===== config.mk =====
export PLATFORM = sky130hd
export DESIGN_NAME = igr_pb_rd_ctrl
export DESIGN_NICKNAME = d
export VERILOG_FILES = /design/src/hdl/igr_pb_pkg.sv /design/src/hdl/igr_pb_rd_ctrl.sv
export SDC_FILE = /design/constraint.sdc
export NUM_CORES = 1
export LEC_CHECK = 0
export ABC_AREA = 0
export ABC_CLOCK_PERIOD_IN_PS = 1500
export BUFFER_PORTS_ARGS = -buffer_cell sky130_fd_sc_hd__buf_4
export CAP_MARGIN = 20
export CORE_AREA = 8 8 130 132
export CTS_CLUSTER_DIAMETER = 40
export DETAILED_ROUTE_END_ITERATION = 16
export DIE_AREA = 0 0 138 140
export SETUP_SLACK_MARGIN = 0.4
export SYNTH_ARGS = -nofsm -noshare
export SYNTH_HDL_FRONTEND = slang
export SYNTH_SLANG_ARGS = --single-unit

===== constraint.sdc =====
create_clock -name cclk -period 1.5 [get_ports cclk]
set_clock_uncertainty 0.1 [all_clocks]
set_input_delay 0.225 -clock cclk [delete_from_list [all_inputs] [get_ports cclk]]
set_output_delay 0.225 -clock cclk [all_outputs]
set_load 0.02 [all_outputs]

===== src/hdl/igr_pb_pkg.sv =====
// widths and latencies shared by the ingress packet buffer RTL and its testbench
// the parity scheme assumes the payload is a whole number of bytes
`default_nettype none

package igr_pb_pkg;

  // ----------------------------------------------------------
  // segment payload and stored word
  // ----------------------------------------------------------

  // one segment as it moves on the ingress and egress ports
  parameter int PB_DATA_W = 64;

  // one even parity bit covers each byte of the payload
  parameter int PB_PAR_W = PB_DATA_W / 8;

  // a bank row holds the parity bits above the payload
  parameter int PB_WORD_W = PB_DATA_W + PB_PAR_W;

  // ----------------------------------------------------------
  // read latencies
  // ----------------------------------------------------------

  // bank shell cycles from rd_en to rd_valid
  parameter int PB_RAM_LAT = 2;

  // top level cycles from i_rd_valid to o_rd_valid
  // the read controller adds one request register in front of the bank
  parameter int PB_RD_LAT = PB_RAM_LAT + 1;

endpackage

`default_nettype wire


===== src/hdl/igr_pb_rd_ctrl.sv =====
// read steering with fixed latency; at most one request per cycle, no stalls
// requests before init is done return whatever the sweep has left
`default_nettype none

module igr_pb_rd_ctrl #(
  parameter int PB_BANKS = 4,
  parameter int PB_DEPTH = 64
) (
  input  wire logic                                             cclk,
  input  wire logic                                             i_rst,
  input  wire logic                                             i_rd_valid,
  input  wire logic [$clog2(PB_BANKS*PB_DEPTH)-1:0]             i_rd_seg,
  input  wire logic [PB_BANKS-1:0][igr_pb_pkg::PB_DATA_W-1:0]   i_bank_rd_data,
  input  wire logic [PB_BANKS-1:0]                              i_bank_rd_valid,
  input  wire logic [PB_BANKS-1:0]                              i_bank_uerr,
  output logic      [PB_BANKS-1:0]                              o_rd_bank_en,
  output logic      [$clog2(PB_DEPTH)-1:0]                      o_rd_row,
  output logic                                                  o_rd_valid,
  output logic      [igr_pb_pkg::PB_DATA_W-1:0]                 o_rd_data,
  output logic                                                  o_rd_err
);

  localparam int BANK_W = $clog2(PB_BANKS);
  localparam int LAT    = igr_pb_pkg::PB_RAM_LAT;

  logic              rd_vld_q;
  logic [BANK_W-1:0] rd_bank_q;
  logic [BANK_W-1:0] tag_pipe [LAT];
  logic [BANK_W-1:0] ret_bank;

  // ----------------------------------------------------------
  // request register, drives the bank port one cycle later
  // ----------------------------------------------------------
  always_ff @(posedge cclk) begin
    if (i_rst) begin
      rd_vld_q  <= 1'b0;
      rd_bank_q <= '0;
    end else begin
      rd_vld_q  <= i_rd_valid;
      rd_bank_q <= i_rd_seg[BANK_W-1:0];
    end
  end

  // the row is payload and only matters while the bank enable is set
  always_ff @(posedge cclk) begin
    o_rd_row <= i_rd_seg[$bits(i_rd_seg)-1:BANK_W];
  end

  // this vector is also the write side's busy mask
  assign o_rd_bank_en = rd_vld_q ? (PB_BANKS'(1) << rd_bank_q) : '0;

  // ----------------------------------------------------------
  // bank tag follows the read through the shell latency
  // ----------------------------------------------------------
  always_ff @(posedge cclk) begin
    if (i_rst) begin
      for (int s = 0; s < LAT; s++) begin
        tag_pipe[s] <= '0;
      end
    end else begin
      tag_pipe[0] <= rd_bank_q;
      for (int s = 1; s < LAT; s++) begin
        tag_pipe[s] <= tag_pipe[s-1];
      end
    end
  end

  assign ret_bank = tag_pipe[LAT-1];

  // only the tagged bank can be returning in this cycle
  assign o_rd_valid = i_bank_rd_valid[ret_bank];
  assign o_rd_data  = i_bank_rd_data[ret_bank];
  assign o_rd_err   = i_bank_uerr[ret_bank];

endmodule

`default_nettype wire


==> run_results.csv, run 1 <==
group,metric,value,unit
run_status,outcome,"complete, but fails checks",
run_status,violations,"negative setup slack",
synth,async_flop_share,0,%
critical_path,crit_required,1170,ps
global_route,grt_pass1_wl,21000,µm
global_route,grt.total_usage,13.8,%
synth,netlist-cell-type-count,10,
power,ir_worst_vdd,0.602,mV
finish,fin_nets,739,
clocking,cts_tree,"yes",
route,wl_met2,7730,µm
synth,yosysTopAreaCell,"mux4_2",
die,rows,45,
place,place_inst,634,
place,placed_area,0.00479,mm²
sta,hold_slack,97.2,ps
power,power,2.31,mW
route,num_vias,2826,
global_route,first_global_vias,3298,
route,wl_per_cell,22.3,µm
sta,worst_pin_slew,216,ps
sta,relSlewSlack,85.6,%
critical_path,cp-startpoint,"tag_pipe[0][2]$_SDFF_PP0_",
die,dieHeight,140,µm
synth,yosys_warnings,0,
route,routed_wl,14500,µm
finish,design_area,0.00530,mm²
route,drc_errors,0,
sta,fmax,517,MHz
synth,netlist_area,0.00193,mm²
sta,min_period_over_period,129,%
sta,grt_setup_unrepaired,"yes",
synth,synth.net_count,379,
clocking,cts.path.max_buffers,2,
route,drtAntennaViolNets,0,
critical_path,end_kind,"output pin",
clocking,root_buffer,"clkbuf_16",
synth,synth-edff-count,0,
sta,fin_crit,1930,ps
global_route,overflow,0,
route,m1WireLength,5200,µm
clocking,cts.sinks,13,
finish,stdcell_count,651,
synth,synth_area_leaders,"mux4_2, dfxtp_1, buf_6",
power,p_leak,2.41,nW
synth,synth.most_common_cell,"mux4_2",
route,dr.pass1.iters,6,
route,wl_met3,1440,µm
synth,yosys_register_bits,13,
critical_path,crit_path_max_fanout,25,
global_route,antenna_found_initial,0,
sta,layout_setup_ws,-434,ps
critical_path,r2r_start,"rd_bank_q[0]$_SDFF_PP0_",
min_path,hold_start,"i_rst",
synth,synth.avg_cell_area,18.5,µm²
finish,n_antenna_cell,0,
critical_path,path_class,"register to output pin",
die,die_area,0.0193,mm²
route,avgViaCountPerCell,4.34,
route,first_iter_violations,101,
global_route,grt_max_degree,35,
synth,netlist_top_cells_count,"mux4_2, dfxtp_1, nor2b_1",
finish,drive_gt1_share,94.8,%
power,powerDensity,436,mW/mm²
synth,ys_seq_area_share,13.5,%
critical_path,critPathLaunchType,"register",
sta,setup_tns,-26080,ps
sta,slew_viol_final,0,
clocking,cts.clk_slew.worst_paths,40,ps
place,gp_congestion,0.852,
place,hpwl,12600,µm
min_path,hold_class,"input pin to register",
synth,synth_top_flop_cell,"dfxtp_1",
clocking,htree_levels,1,
route,top_layer,"met4",
critical_path,cp.arrival,1610,ps
clocking,insertion_delay,240,ps
clocking,numCtsBuffers,3,
place,port_buffers,350,
die,die_w,138,µm
sta,setup_viol,66,
synth,syn_inst,104,
synth,synth_top_cell_area_share,77.2,%
die,pin_count,351,
flow_run,drv_cap,0,
die,core_area,0.0149,mm²
finish,area_growth,175,%
sta,hold_violations,0,
die,start_util,13.0,%
==> registers in the layout, summed over array words and instances, names as in the netlist <==
register,count
tag_pipe,4
rd_vld_q,1
rd_bank_q,2
o_rd_row,6
==> critical path: stages, from the launching register on <==
cell and delay, ps:
dfxtp_4 380, buf_12 220, mux4_2 580, buf_6 160
==> final cells by class <==
cell class                      count  area, µm²
Tap cell                          188        235
Fill cell                        1505       9560
Multi-Input combinational cell     77       1570
Timing Repair Buffer              369       3140
Sequential cell                    13        274
Clock buffer                        4       78.8
==> metal layers <==
layer,vias up,track usage (%)
li1,1219,-
met1,1397,14.8
met2,202,24.9
met3,8,5.48
met4,0,2.97
met5,-,0
==> where the power goes <==
group	leakage, nW	switching (mW)	internal (mW)
Sequential	0.111	0.0108	0.361
Combinational	2.26	0.510	0.935
Clock	0.0382	0.137	0.358
Total	2.41	0.657	1.65
==> metrics by stage <==
| step | util, % | setup slack [ps] |
|---|---|---|
| after floorplan | - | -31.2 |
| after global placement | 32.2 | -182 |
| after detailed placement | 32.2 | -201 |
| after CTS | 35.2 | -446 |
| after global routing | 35.7 | -489 |
| final | 35.7 | -434 |
==> final timing paths <==
kind	slack, ps	to	depth (start not counted)
min reg2reg	340	tag_pipe[0][2]$_SDFF_PP0_	1
min	100	rd_bank_q[0]$_SDFF_PP0_	2
max	-430	o_rd_data[62]	3
max reg2reg	820	tag_pipe[0][0]$_SDFF_PP0_	1
==> cells in the final DEF (no fill, tap or decap) <==
cell type      Yosys  routed
buf_4              2     294
mux4_2            66      66
buf_6              5      60
dfxtp_1           13       8
nor2b_1            7       7
buf_12             0       6
dlygate4sd3_1      0       6
clkbuf_16          0       4
dfxtp_4            0       3
and3b_1            2       2
buf_16             0       2
dfxtp_2            0       2
nor3b_2            0       1
and3_4             0       1
clkbuf_1           2       1
==> timing repair <==
action                                  CTS  global route
setup buffers                             2             2
pin swaps                                 2             2
endpoints found under the setup margin   70            70
gates cloned                              1             2
endpoints found under the hold margin     6             0
hold buffers                              6             0
resized for setup                        69             4
==> cell families (layout without fill, tap and decap cells) <==
kind of cell,Yosys count,in the layout,share of synthesized area [%]
muxes,66,66,77.2
buffers and inverters,14,373,5.39
DFF,13,13,13.5
and+or+nand+nor,11,11,3.90
Power figures use the tool's default switching activity.
==> inputs of run 2 (changes only) <==
--- a/config.mk
+++ b/config.mk
@@ -9,10 +9,12 @@
 export ABC_CLOCK_PERIOD_IN_PS = 1500
 export BUFFER_PORTS_ARGS = -buffer_cell sky130_fd_sc_hd__buf_4
 export CAP_MARGIN = 20
-export CORE_AREA = 8 8 130 132
+export CORE_AREA = 8 8 131 133
+export CTS_BUF_LIST = sky130_fd_sc_hd__clkbuf_8
 export CTS_CLUSTER_DIAMETER = 40
 export DETAILED_ROUTE_END_ITERATION = 16
-export DIE_AREA = 0 0 138 140
+export DIE_AREA = 0 0 139 141
+export MAX_ROUTING_LAYER = met4
 export SETUP_SLACK_MARGIN = 0.4
 export SYNTH_ARGS = -nofsm -noshare
 export SYNTH_HDL_FRONTEND = slang
==> run 2 against run 1 <==
The run still ends with negative setup slack left. Highest routed layer unchanged. Cell area increased by 0.92%. Flip-flop and latch count unchanged. Sequential share of layout area about the same. Largest cell class unchanged. Via count increased by 0.39%. Critical path depth increased by 1. Final cell count increased by 1.8%.
==> run_results.csv, run 2 (synthesis gave the netlist of run 1 again) <==
group,metric,value,unit
run_status,outcome,"complete, but fails checks",
run_status,violations,"negative setup slack",
sta,min_period_over_period,129,%
critical_path,cp.arrival,1610,ps
global_route,grt_pass1_wl,21700,µm
finish,top_register,"o_rd_row",
place,hpwl,13700,µm
power,power,2.13,mW
die,start_util,12.9,%
sta,fin_crit,1930,ps
global_route,grt.total_usage,14.8,%
finish,area_growth,178,%
route,routed_wl,15400,µm
sta,slew_viol_final,0,
route,num_vias,2837,
critical_path,end_kind,"output pin",
die,rows,45,
finish,multi_input_area,0.00157,mm²
die,dieHeight,141,µm
finish,final_cell_mix,"buf_4, mux4_2, buf_6",
place,dp_slack,-196,ps
route,drtAntennaViolNets,0,
route,wl_per_cell,23.2,µm
flow_run,drv_cap,0,
critical_path,crit_required,1170,ps
route,drc_errors,0,
place,place_inst,646,
finish,layout_commonest_cell,"buf_4",
finish,stdcell_count,663,
critical_path,crit_path_max_fanout,8,
clocking,insertion_delay,230,ps
finish,final_core_util,35.7,%
finish,n_fill_cell,1486,
die,core_area,0.0150,mm²
sta,worst_pin_slew,210,ps
power,powerDensity,398,mW/mm²
clocking,numCtsBuffers,3,
finish,largest_reg_flops,6,
clocking,cts.sinks,13,
power,p_leak,2.46,nW
finish,drive_gt1_share,95.2,%
sta,fmax,517,MHz
clocking,cts.path.max_buffers,2,
sta,layout_setup_ws,-434,ps
route,first_iter_violations,130,
sta,setup_viol,66,
die,die_area,0.0196,mm²
global_route,grt_max_degree,36,
clocking,cts.clk_slew.worst_paths,50,ps
critical_path,critPathLaunchType,"register",
min_path,hold_class,"input pin to register",
die,die_w,139,µm
route,avgViaCountPerCell,4.28,
power,ir_worst_vdd,0.524,mV
route,dr.pass1.iters,4,
place,gp_congestion,0.895,
sta,hold_violations,0,
finish,n_antenna_cell,0,
finish,seq_area,274,µm²
finish,fin_nets,751,
global_route,antenna_found_initial,0,
clocking,htree_levels,1,
finish,reg.largest.list,"o_rd_row: 6 flops, tag_pipe: 4 flops, rd_bank_q: 2 flops",
clocking,root_buffer,"clkbuf_8",
place,port_buffers,350,
sta,relSlewSlack,86.0,%
global_route,first_global_vias,3298,
critical_path,path_class,"register to output pin",
clocking,cts_tree,"yes",
sta,grt_setup_unrepaired,"yes",
global_route,overflow,0,
die,pin_count,351,
## run 2: layout make-up
cell class,instances,share of cell area [%]
clock buffers,3,0.772
clock inverters,1,0.0701
multi-input cells,77,29.4
flip-flops and latches,13,5.12
well taps,188,4.40
repair buffers,381,60.3
## run 2: through the flow
stage               area [µm²]  hold slack [ps]  setup TNS, ps
global placement          4900              229          -9340
global route              5350             90.7         -29280
detailed placement        4900              231         -10080
finish                    5350             93.2         -25560
floorplan                 1980              153          -1250
CTS                       5280             87.2         -26900
## run 2: path summary, 6_finish.rpt
check / startpoint / to / slack, ps / cells past startpoint
hold reg to reg: tag_pipe[0][1]$_SDFF_PP0_ / tag_pipe[0][3]$_SDFF_PP0_ / 340 / 1
setup reg to reg: rd_bank_q[0]$_SDFF_PP0_ / tag_pipe[0][0]$_SDFF_PP0_ / 820 / 1
hold / removal: i_rst / rd_vld_q$_SDFF_PP0_ / 90 / 2
setup / recovery: tag_pipe[0][2]$_SDFF_PP0_ / o_rd_data[2] / -430 / 4
## run 2: worst max-delay path, cell delays in order, from the launching register on
cell	delay (ps)
dfxtp_4	370
buf_12	150
buf_16	150
mux4_2	540
buf_6	160
## run 2: layer usage
layer  vias up  global-route usage [%]  wire (µm)
li1       1245                       -          -
met1      1399                    17.3       6010
met2       187                    26.0       8100
met3         6                    3.95       1210
met4         0                    1.27         65
met5         -                       -          0
## run 2: timing repair
action / in CTS / in global routing
setup endpoints to repair: 70 / 70
pin swaps: 0 / 1
resized for setup: 65 / 5
buffers inserted: 1 / 4
gates cloned: 1 / 1
endpoints found under the hold margin: 6 / 0
hold buffers: 6 / 0
## run 2: report_power, final
group | internal (mW) | switching, mW | leakage [nW]
Sequential | 0.360 | 0.00984 | 0.111
Clock | 0.180 | 0.112 | 0.0269
Combinational | 0.939 | 0.527 | 2.32
