$ cat config.mk
export PLATFORM = sky130hd
export DESIGN_NAME = igr_pb_wr_ctrl
export DESIGN_NICKNAME = d
export VERILOG_FILES = /design/src/hdl/igr_pb_pkg.sv /design/src/hdl/igr_pb_wr_ctrl.sv
export SDC_FILE = /design/constraint.sdc
export NUM_CORES = 1
export LEC_CHECK = 0
export ABC_AREA = 1
export BUFFER_PORTS_ARGS = -buffer_cell sky130_fd_sc_hd__buf_4
export CAP_MARGIN = 30
export CORE_MARGIN = 2
export CORE_UTILIZATION = 50
export CTS_CLUSTER_DIAMETER = 50
export DETAILED_ROUTE_END_ITERATION = 8
export PLACE_DENSITY = 0.71
export SYNTH_ARGS = -nofsm -noshare
export SYNTH_HDL_FRONTEND = slang
export SYNTH_SLANG_ARGS = --single-unit
export TNS_END_PERCENT = 100
$ cat constraint.sdc
create_clock -name cclk -period 4 [get_ports cclk]
set_clock_uncertainty 0.15 [all_clocks]
set_input_delay 0.2 -clock cclk [delete_from_list [all_inputs] [get_ports cclk]]
set_output_delay 0.2 -clock cclk [all_outputs]
set_load 0.1 [all_outputs]
$ cat src/hdl/igr_pb_pkg.sv
// widths and latencies shared by the ingress packet buffer RTL and its testbench
// the parity scheme assumes the payload is a whole number of bytes
`default_nettype none

package igr_pb_pkg;

  // ----------------------------------------------------------
  // segment payload and stored word
  // ----------------------------------------------------------

  // one segment as it moves on the ingress and egress ports
  parameter int PB_DATA_W = 64;

  // one even parity bit covers each byte of the payload
  parameter int PB_PAR_W = PB_DATA_W / 8;

  // a bank row holds the parity bits above the payload
  parameter int PB_WORD_W = PB_DATA_W + PB_PAR_W;

  // ----------------------------------------------------------
  // read latencies
  // ----------------------------------------------------------

  // bank shell cycles from rd_en to rd_valid
  parameter int PB_RAM_LAT = 2;

  // top level cycles from i_rd_valid to o_rd_valid
  // the read controller adds one request register in front of the bank
  parameter int PB_RD_LAT = PB_RAM_LAT + 1;

endpackage

`default_nettype wire

$ cat src/hdl/igr_pb_wr_ctrl.sv
// write FIFO sized by WR_CREDITS; the sender must never push without a credit
// segment addresses are handed out in order and wrap, overwriting old data
`default_nettype none

module igr_pb_wr_ctrl #(
  parameter int PB_BANKS   = 4,
  parameter int PB_DEPTH   = 64,
  parameter int WR_CREDITS = 4
) (
  input  wire logic                              cclk,
  input  wire logic                              i_rst,
  input  wire logic                              i_wr_valid,
  input  wire logic [igr_pb_pkg::PB_DATA_W-1:0]  i_wr_data,
  input  wire logic                              i_wr_err_inj,
  input  wire logic                              i_init_done,
  input  wire logic [PB_BANKS-1:0]               i_rd_bank_busy,
  output logic                                   o_wr_credit,
  output logic      [PB_BANKS-1:0]               o_wr_bank_en,
  output logic      [$clog2(PB_DEPTH)-1:0]       o_wr_row,
  output logic      [igr_pb_pkg::PB_DATA_W-1:0]  o_wr_data,
  output logic                                   o_wr_err_inj
);

  localparam int BANK_W = $clog2(PB_BANKS);
  localparam int ROW_W  = $clog2(PB_DEPTH);
  localparam int SEG_W  = BANK_W + ROW_W;
  localparam int PTR_W  = (WR_CREDITS > 1) ? $clog2(WR_CREDITS) : 1;
  localparam int CNT_W  = $clog2(WR_CREDITS + 1);

  logic [igr_pb_pkg::PB_DATA_W-1:0] fifo_data [WR_CREDITS];
  logic                             fifo_inj  [WR_CREDITS];
  logic [PTR_W-1:0]                 wr_ptr;
  logic [PTR_W-1:0]                 rd_ptr;
  logic [CNT_W-1:0]                 fifo_cnt;
  logic [SEG_W-1:0]                 seg_cnt;
  logic [BANK_W-1:0]                head_bank;
  logic                             issue;

  // ----------------------------------------------------------
  // issue decision for the head entry
  // ----------------------------------------------------------

  // the next segment number decides the bank, low bits stripe across banks
  assign head_bank = seg_cnt[BANK_W-1:0];
  assign o_wr_row  = seg_cnt[SEG_W-1:BANK_W];

  // a read registered for the same bank this cycle owns its port
  assign issue = (fifo_cnt != '0) & i_init_done & ~i_rd_bank_busy[head_bank];

  assign o_wr_bank_en = issue ? (PB_BANKS'(1) << head_bank) : '0;
  assign o_wr_data    = fifo_data[rd_ptr];
  assign o_wr_err_inj = fifo_inj[rd_ptr];

  // each issued entry hands one credit back to the sender
  assign o_wr_credit = issue;

  // ----------------------------------------------------------
  // FIFO storage and pointers
  // ----------------------------------------------------------
  always_ff @(posedge cclk) begin
    if (i_wr_valid) begin
      fifo_data[wr_ptr] <= i_wr_data;
      fifo_inj[wr_ptr]  <= i_wr_err_inj;
    end
  end

  always_ff @(posedge cclk) begin
    if (i_rst) begin
      wr_ptr   <= '0;
      rd_ptr   <= '0;
      fifo_cnt <= '0;
      seg_cnt  <= '0;
    end else begin
      if (i_wr_valid) begin
        wr_ptr <= (wr_ptr == PTR_W'(WR_CREDITS - 1)) ? '0 : wr_ptr + 1'b1;
      end
      if (issue) begin
        rd_ptr  <= (rd_ptr == PTR_W'(WR_CREDITS - 1)) ? '0 : rd_ptr + 1'b1;
        // the counter wraps past the last row, so the oldest segment is reused
        seg_cnt <= seg_cnt + 1'b1;
      end
      // credits bound the fill level, so no overflow check is kept
      case ({i_wr_valid, issue})
        2'b10:   fifo_cnt <= fifo_cnt + 1'b1;
        2'b01:   fifo_cnt <= fifo_cnt - 1'b1;
        default: fifo_cnt <= fifo_cnt;
      endcase
    end
  end

endmodule

`default_nettype wire

==> run_results.csv, run 1 <==
group,metric,value,unit
status,status,"complete, no violations",
placed_design,place.gp.congestion,0.813,
clocking,cts_sinks,277,
pwr,clkPwrFrac,34.1,%
synthesis,syn_nets,872,
clocking,cts_root_buf,"clkbuf_16",
synthesis,synth-xor-area-share,0.0821,%
floorplanning,fp-row-count,53,
synthesis,syn_area_per_cell,13.5,um2
route,firstDrtPassIters,5,
global_route,grt_pass1_vias,6699,
sta,grt_setup_unrepaired,"no",
sta,min_period,3.23,ns
synthesis,synth_edf_count,260,
route,postRouteAntennaNets,0,
global_route,grt_remaining_overflow,0,
clocking,cts_buffer_depth,3,
synthesis,postSynthCellCount,788,
floorplanning,die_area,22500,um2
placed_design,io_buffers,148,
synthesis,ys_top_cells_by_area,"edfxtp_1 (73%), nor2_1 (5.7%), o21ai_0 (4.6%), o22ai_1 (3.8%), dfxtp_1 (3.2%)",
pwr,switchingPower,2870,uW
route,via_count,6780,
sta,fin_setup_tns,0,ns
route,topRoutingLayerUsed,"met4",
synthesis,yosys.area_share.adder,1.36,%
route,avgRoutedWirePerCell,17.0,um
synthesis,async_flop_share,0,%
global_route,grt_pass1_wl,34200,um
pwr,powerDensity,617,nW/um2
pwr,pwr-share-seq,39.9,%
floorplanning,die_x,150,um
synthesis,synthMuxAreaShare,0,%
global_route,grt_use_total,19.5,%
finish,fin_cells,1294,
route,drt_wl_total,22000,um
synthesis,synth_compound_area_share,10.5,%
synthesis,synth_cell_types,22,
sta,setup_viol,0,
clocking,cts_buffers,30,
floorplanning,start_util,50.9,%
route,via_per_inst,5.24,
worst_setup_path,endpoint_kind,"output port",
synthesis,synth_simple_gate_area_share,7.69,%
hold_path,hold_depth,5,
worst_setup_path,rrSetupSlack,1.44,ns
clocking,cts_tree,"built",
sta,worstMarginPinSlew,0.886,ns
floorplanning,die_h,150,um
clocking,h-tree-depth,1,
worst_setup_path,crit_type,"reg2out",
synthesis,ys_ff_latch,277,
synthesis,synth_most_common_cell,"edfxtp_1",
global_route,grt_max_degree,73,
sta,finalHoldViolations,0,
synthesis,yosysTopAreaCellShare,73.2,%
floorplanning,coreArea,21000,um2
pwr,p_leak,0.00501,uW
finish,drive_gt1_share,21.5,%
sta,max_freq,309,MHz
global_route,antenna_found_initial,0,
worst_setup_path,rr_worst_depth,14,
flow_run,cap_violations,0,
hold_path,hold_path_class,"in2reg",
finish,fill_cells,1566,
synthesis,yosysWarnings,0,
synthesis,yosys.area.top_type,"edfxtp_1",
finish,fin_util,65.2,%
synthesis,synth_top_family_by_area,"compound AO/OA/AOI/OAI gates",
worst_setup_path,cp.arrival,2.88,ns
route,m1WireLength,9360,um
pwr,ir_drop,0.000438,V
route,first_iter_violations,495,
synthesis,synthFlopType,"edfxtp_1",
synthesis,netlist_area,10700,um2
sta,slew-limit-headroom,40.9,%
clocking,cts_setup_buffers,0,
floorplanning,io_pins,149,
finish,layout.nets,1079,
route,drc,0,
pwr,p_int,5570,uW
pwr,switching_share,34.0,%
sta,drv_slew,0,
route,routed-wl-met3,1300,um
worst_setup_path,required,3.65,ns
worst_setup_path,worstPathMaxFanout,72,
route,routed-wl-met2,11000,um
clocking,clk_latency,0.53,ns
worst_setup_path,start_kind,"flip-flop",
finish,syn2layout_area_growth,28.2,%
placed_design,hpwl,12000,um
synthesis,synth_common_cells,"edfxtp_1 (260), nor2_1 (163), o21ai_0 (98)",
synthesis,yosysSeqAreaShare,76.4,%
placed_design,dpl.cell_count,1171,
clocking,path_clk_slew,0.06,ns
sta,finalCritPeriodShare,80.8,%
pwr,comb_power_share,26.0,%
finish,diodes,0,
clocking,post_cts_resize_count,0,
## layer usage
| layer | vias up | GRT usage, % |
|---|---|---|
| met3 | 24 | 2.87 |
| met4 | 0 | 4.67 |
| li1 | 3294 | - |
| met1 | 3262 | 26.2 |
| met5 | - | 0 |
| met2 | 200 | 33.7 |
## worst max-delay path: stages, from the launching register on
cell	delay [ns]
dfxtp_4	0.71
buf_4	0.64
o21ai_0	0.24
o22ai_1	0.32
buf_4	0.35
## metrics by stage
| step | worst slack [ns] | total power [uW] | hold WS, ns | cell area [um2] |
|---|---|---|---|---|
| final | 0.766 | 8440 | 0.0430 | 13700 |
| after CTS | 0.741 | 8500 | 0.0272 | 13700 |
| after detailed placement | 1.38 | 5580 | 0.252 | 11900 |
| after global routing | 0.612 | 8720 | 0.0829 | 13700 |
| after global placement | 1.31 | 5550 | 0.251 | 11900 |
| after floorplan | 1.27 | 5110 | 0.122 | 10700 |
## final cells by class
| class | count | area, um2 | area share, % |
|---|---|---|---|
| flip-flops and latches | 277 | 8150 | 59.7 |
| multi-input cells | 431 | 2090 | 15.3 |
| repair buffers | 226 | 1900 | 13.9 |
| clock buffers | 33 | 783 | 5.73 |
| well taps | 275 | 344 | 2.52 |
| clock inverters | 23 | 275 | 2.01 |
| inverters | 29 | 116 | 0.851 |
## state kept, by name, summed over array words and instances (netlist names), named ones only
signal	count
fifo_cnt	3
fifo_data	256
fifo_inj	4
rd_ptr	2
seg_cnt	8
wr_ptr	2
## power by group through the flow
stage	Clock [uW]	Sequential, uW	Combinational (uW)
CTS	2920	3370	2210
finish	2870	3370	2200
global route	3050	3380	2300
detailed placement	0	3430	2150
floorplan	0	3400	1700
global placement	0	3420	2120
## placed cells by master (no fill, tap or decap)
| cell | instances |
|---|---|
| o21ai_0 | 98 |
| nand3_1 | 9 |
| dlygate4sd3_1 | 67 |
| clkbuf_16 | 31 |
| dfxtp_2 | 1 |
| inv_2 | 2 |
| clkinvlp_4 | 2 |
| nand2_2 | 2 |
| nor3_1 | 1 |
| inv_6 | 2 |
| o22ai_1 | 65 |
| clkinv_2 | 11 |
| fa_1 | 1 |
| buf_4 | 157 |
| edfxtp_1 | 260 |
| dfxtp_4 | 1 |
| a21oi_1 | 9 |
| buf_16 | 2 |
| clkinv_1 | 5 |
| ha_1 | 10 |
| bufinv_16 | 6 |
| inv_4 | 1 |
| o21ai_1 | 35 |
| dfxtp_1 | 15 |
| nor2_1 | 163 |
| inv_1 | 22 |
| nand3b_1 | 1 |
| nand2_1 | 35 |
| nand4_1 | 1 |
| clkbuf_1 | 2 |
| xor2_1 | 1 |
| clkinv_4 | 1 |
## repair_timing
item	4_1_cts	5_1_grt
hold buffers	67	0
setup endpoints to repair	0	0
endpoints found under the hold margin	268	0
## kinds of logic (layout without fill, tap and decap cells)
| kind of cell | after synthesis | in the layout |
|---|---|---|
| adder cells (fa/ha/maj) | 11 | 11 |
| AND/OR/NAND/NOR | 212 | 212 |
| XOR/XNOR | 1 | 1 |
| flip-flops | 277 | 277 |
| AO/OA/AOI/OAI | 207 | 207 |
| buffers and inverters | 80 | 311 |
## worst paths after layout
kind	start	to
worst max-delay path	flip-flop	o_wr_data[36]
worst min-delay path	i_init_done	seg_cnt[5]
worst max register to register	seg_cnt[0]	fifo_cnt[2]
worst min register to register	fifo_cnt[1]	fifo_cnt[1]
Power figures use the tool's default switching activity.
==> run 2: changes to the inputs <==
==> constraint.sdc (replaced) <==
create_clock -name cclk -period 3.14 [get_ports cclk]
set_clock_uncertainty 0.15 [all_clocks]
set_input_delay 0.157 -clock cclk [delete_from_list [all_inputs] [get_ports cclk]]
set_output_delay 0.157 -clock cclk [all_outputs]
set_load 0.1 [all_outputs]
==> run 2 against run 1 <==
  * Clock power rose by 10%
  * Total power rose by 22%
  * Cell count about the same
  * Register-to-register slack worse by 0.83 ns
  * Non-clock buffer count is 5 higher
  * Flip-flop and latch count unchanged
  * Via count up 0.37%
==> run_results.csv, run 2 (same netlist as run 1, synthesis figures left out) <==
group,metric,value,unit
status,status,"complete, no violations",
placed_design,io_buffers,148,
finish,final_common_cell,"edfxtp_1",
sta,fin_setup_tns,0,ns
finish,regMostFlops,"fifo_data",
clocking,cts_tree,"built",
worst_setup_path,endpoint_kind,"output port",
route,avgRoutedWirePerCell,17.1,um
floorplanning,die_area,22500,um2
sta,grt_setup_unrepaired,"no",
finish,layout_common_cells,"edfxtp_1 (260), nor2_1 (163), buf_4 (158), o21ai_0 (98), dlygate4sd3_1 (68)",
finish,largest_reg_flops,256,
placed_design,pre_cts_slack,0.631,ns
pwr,powerDensity,758,nW/um2
worst_setup_path,worstPathMaxFanout,45,
sta,finalHoldViolations,0,
finish,fin_cells,1295,
hold_path,hp-start,"i_rd_bank_busy[0]",
floorplanning,die_x,150,um
clocking,clk_latency,0.53,ns
sta,finalCritPeriodShare,85.0,%
floorplanning,coreArea,21000,um2
floorplanning,io_pins,149,
sta,drv_slew,0,
clocking,cts_setup_buffers,0,
finish,drive_gt1_share,21.0,%
finish,fill_cells,1569,
worst_setup_path,start_kind,"flip-flop",
finish,multi_input_area,2090,um2
finish,top_regs,"fifo_data (256), seg_cnt (8), fifo_inj (4)",
floorplanning,die_h,150,um
worst_setup_path,r2r_start,"seg_cnt[0]",
floorplanning,fp-row-count,53,
global_route,grt_remaining_overflow,0,
clocking,post_cts_resize_count,0,
route,via_count,6805,
global_route,grt_pass1_vias,6686,
clocking,h-tree-depth,1,
sta,worst_slack,0.472,ns
global_route,grt_max_degree,131,
worst_setup_path,r2r-end,"fifo_cnt[2]",
placed_design,hpwl,12200,um
clocking,cts_buffer_depth,3,
flow_run,cap_violations,0,
route,drt_wl_total,22200,um
global_route,grt_use_total,19.6,%
worst_setup_path,rrSetupSlack,0.61,ns
sta,slew-limit-headroom,56.2,%
clocking,cts_buffers,29,
finish,regArea,8150,um2
route,via_per_inst,5.25,
finish,layout.nets,1083,
global_route,antenna_found_initial,0,
worst_setup_path,rr_worst_depth,14,
route,firstDrtPassIters,4,
sta,max_freq,375,MHz
sta,worstMarginPinSlew,0.657,ns
route,postRouteAntennaNets,0,
sta,setup_viol,0,
hold_path,min_to,"seg_cnt[4]",
sta,min_period,2.67,ns
worst_setup_path,cp.arrival,2.36,ns
worst_setup_path,crit_type,"reg2out",
hold_path,hold_path_class,"in2reg",
worst_setup_path,required,2.83,ns
route,first_iter_violations,429,
clocking,path_clk_slew,0.06,ns
clocking,cts_root_buf,"clkbuf_16",
pwr,p_leak,0.00495,uW
placed_design,dpl.cell_count,1175,
clocking,cts_hold_buf,68,
placed_design,place.gp.congestion,0.776,
pwr,ir_drop,0.000598,V
hold_path,hold_depth,7,
global_route,grt_pass1_wl,34400,um
route,drc,0,
finish,syn2layout_area_growth,27.2,%
floorplanning,start_util,50.9,%
clocking,cts_sinks,277,
run 2: cell types whose count changed in the layout (fill, tap and decap cells not counted), moves of 2 or more:
cell       change
buf_12         +5
buf_16         -2
bufinv_16      -4
clkbuf_1       +3
clkbuf_16      -2
clkinv_2       -3
run 2: metrics by stage:
step	area, um2	power, uW	hold WS [ns]	utilization [%]
after floorplan	10700	6500	0.0786	-
after global placement	12000	7100	0.208	57.2
after detailed placement	12000	7120	0.210	57.2
after CTS	13600	10300	0.0846	64.7
after global routing	13600	10600	0.132	64.7
final	13600	10300	0.0943	64.7
run 2: worst max-delay path: stages, from the launching register on:
cell and delay [ns]:
dfxtp_2 0.47, inv_2 0.10, buf_4 0.45, o21ai_0 0.19
o22ai_1 0.25, buf_4 0.35
run 2: how the worst max path moves through the flow:
| stage | startpoint | end | slack (ns) | depth (start not counted) |
|---|---|---|---|---|
| detailed placement | seg_cnt[0] | fifo_cnt[2] | 0.63 | 14 |
| finish | flip-flop | o_wr_data[22] | 0.47 | 5 |
| global placement | seg_cnt[0] | fifo_cnt[2] | 0.70 | 14 |
| CTS | flip-flop | o_wr_data[63] | 0.49 | 4 |
| global route | seg_cnt[0] | fifo_cnt[2] | 0.33 | 14 |
| floorplan | seg_cnt[0] | fifo_cnt[2] | 0.41 | 13 |
run 2: where the power goes:
group / switching, uW / internal, uW
registers: 60.0 / 4210
logic: 2230 / 599
clock network: 1320 / 1850
run 2: cell type report:
type,count,area share [%]
repair buffers,231,14.5
inverters,29,0.858
flip-flops and latches,277,60.1
clock buffers,34,5.49
well taps,275,2.54
multi-input cells,431,15.4
clock inverters,17,1.07
diodes,1,0.0185
run 2: per-layer routing:
layer | vias to the layer above | GRT usage [%] | routed length (um)
li1 | 3297 | - | -
met2 | 204 | 33.8 | 11100
met3 | 42 | 3.41 | 1470
met5 | - | 0 | 0
met1 | 3262 | 25.4 | 9080
met4 | 0 | 6.37 | 504
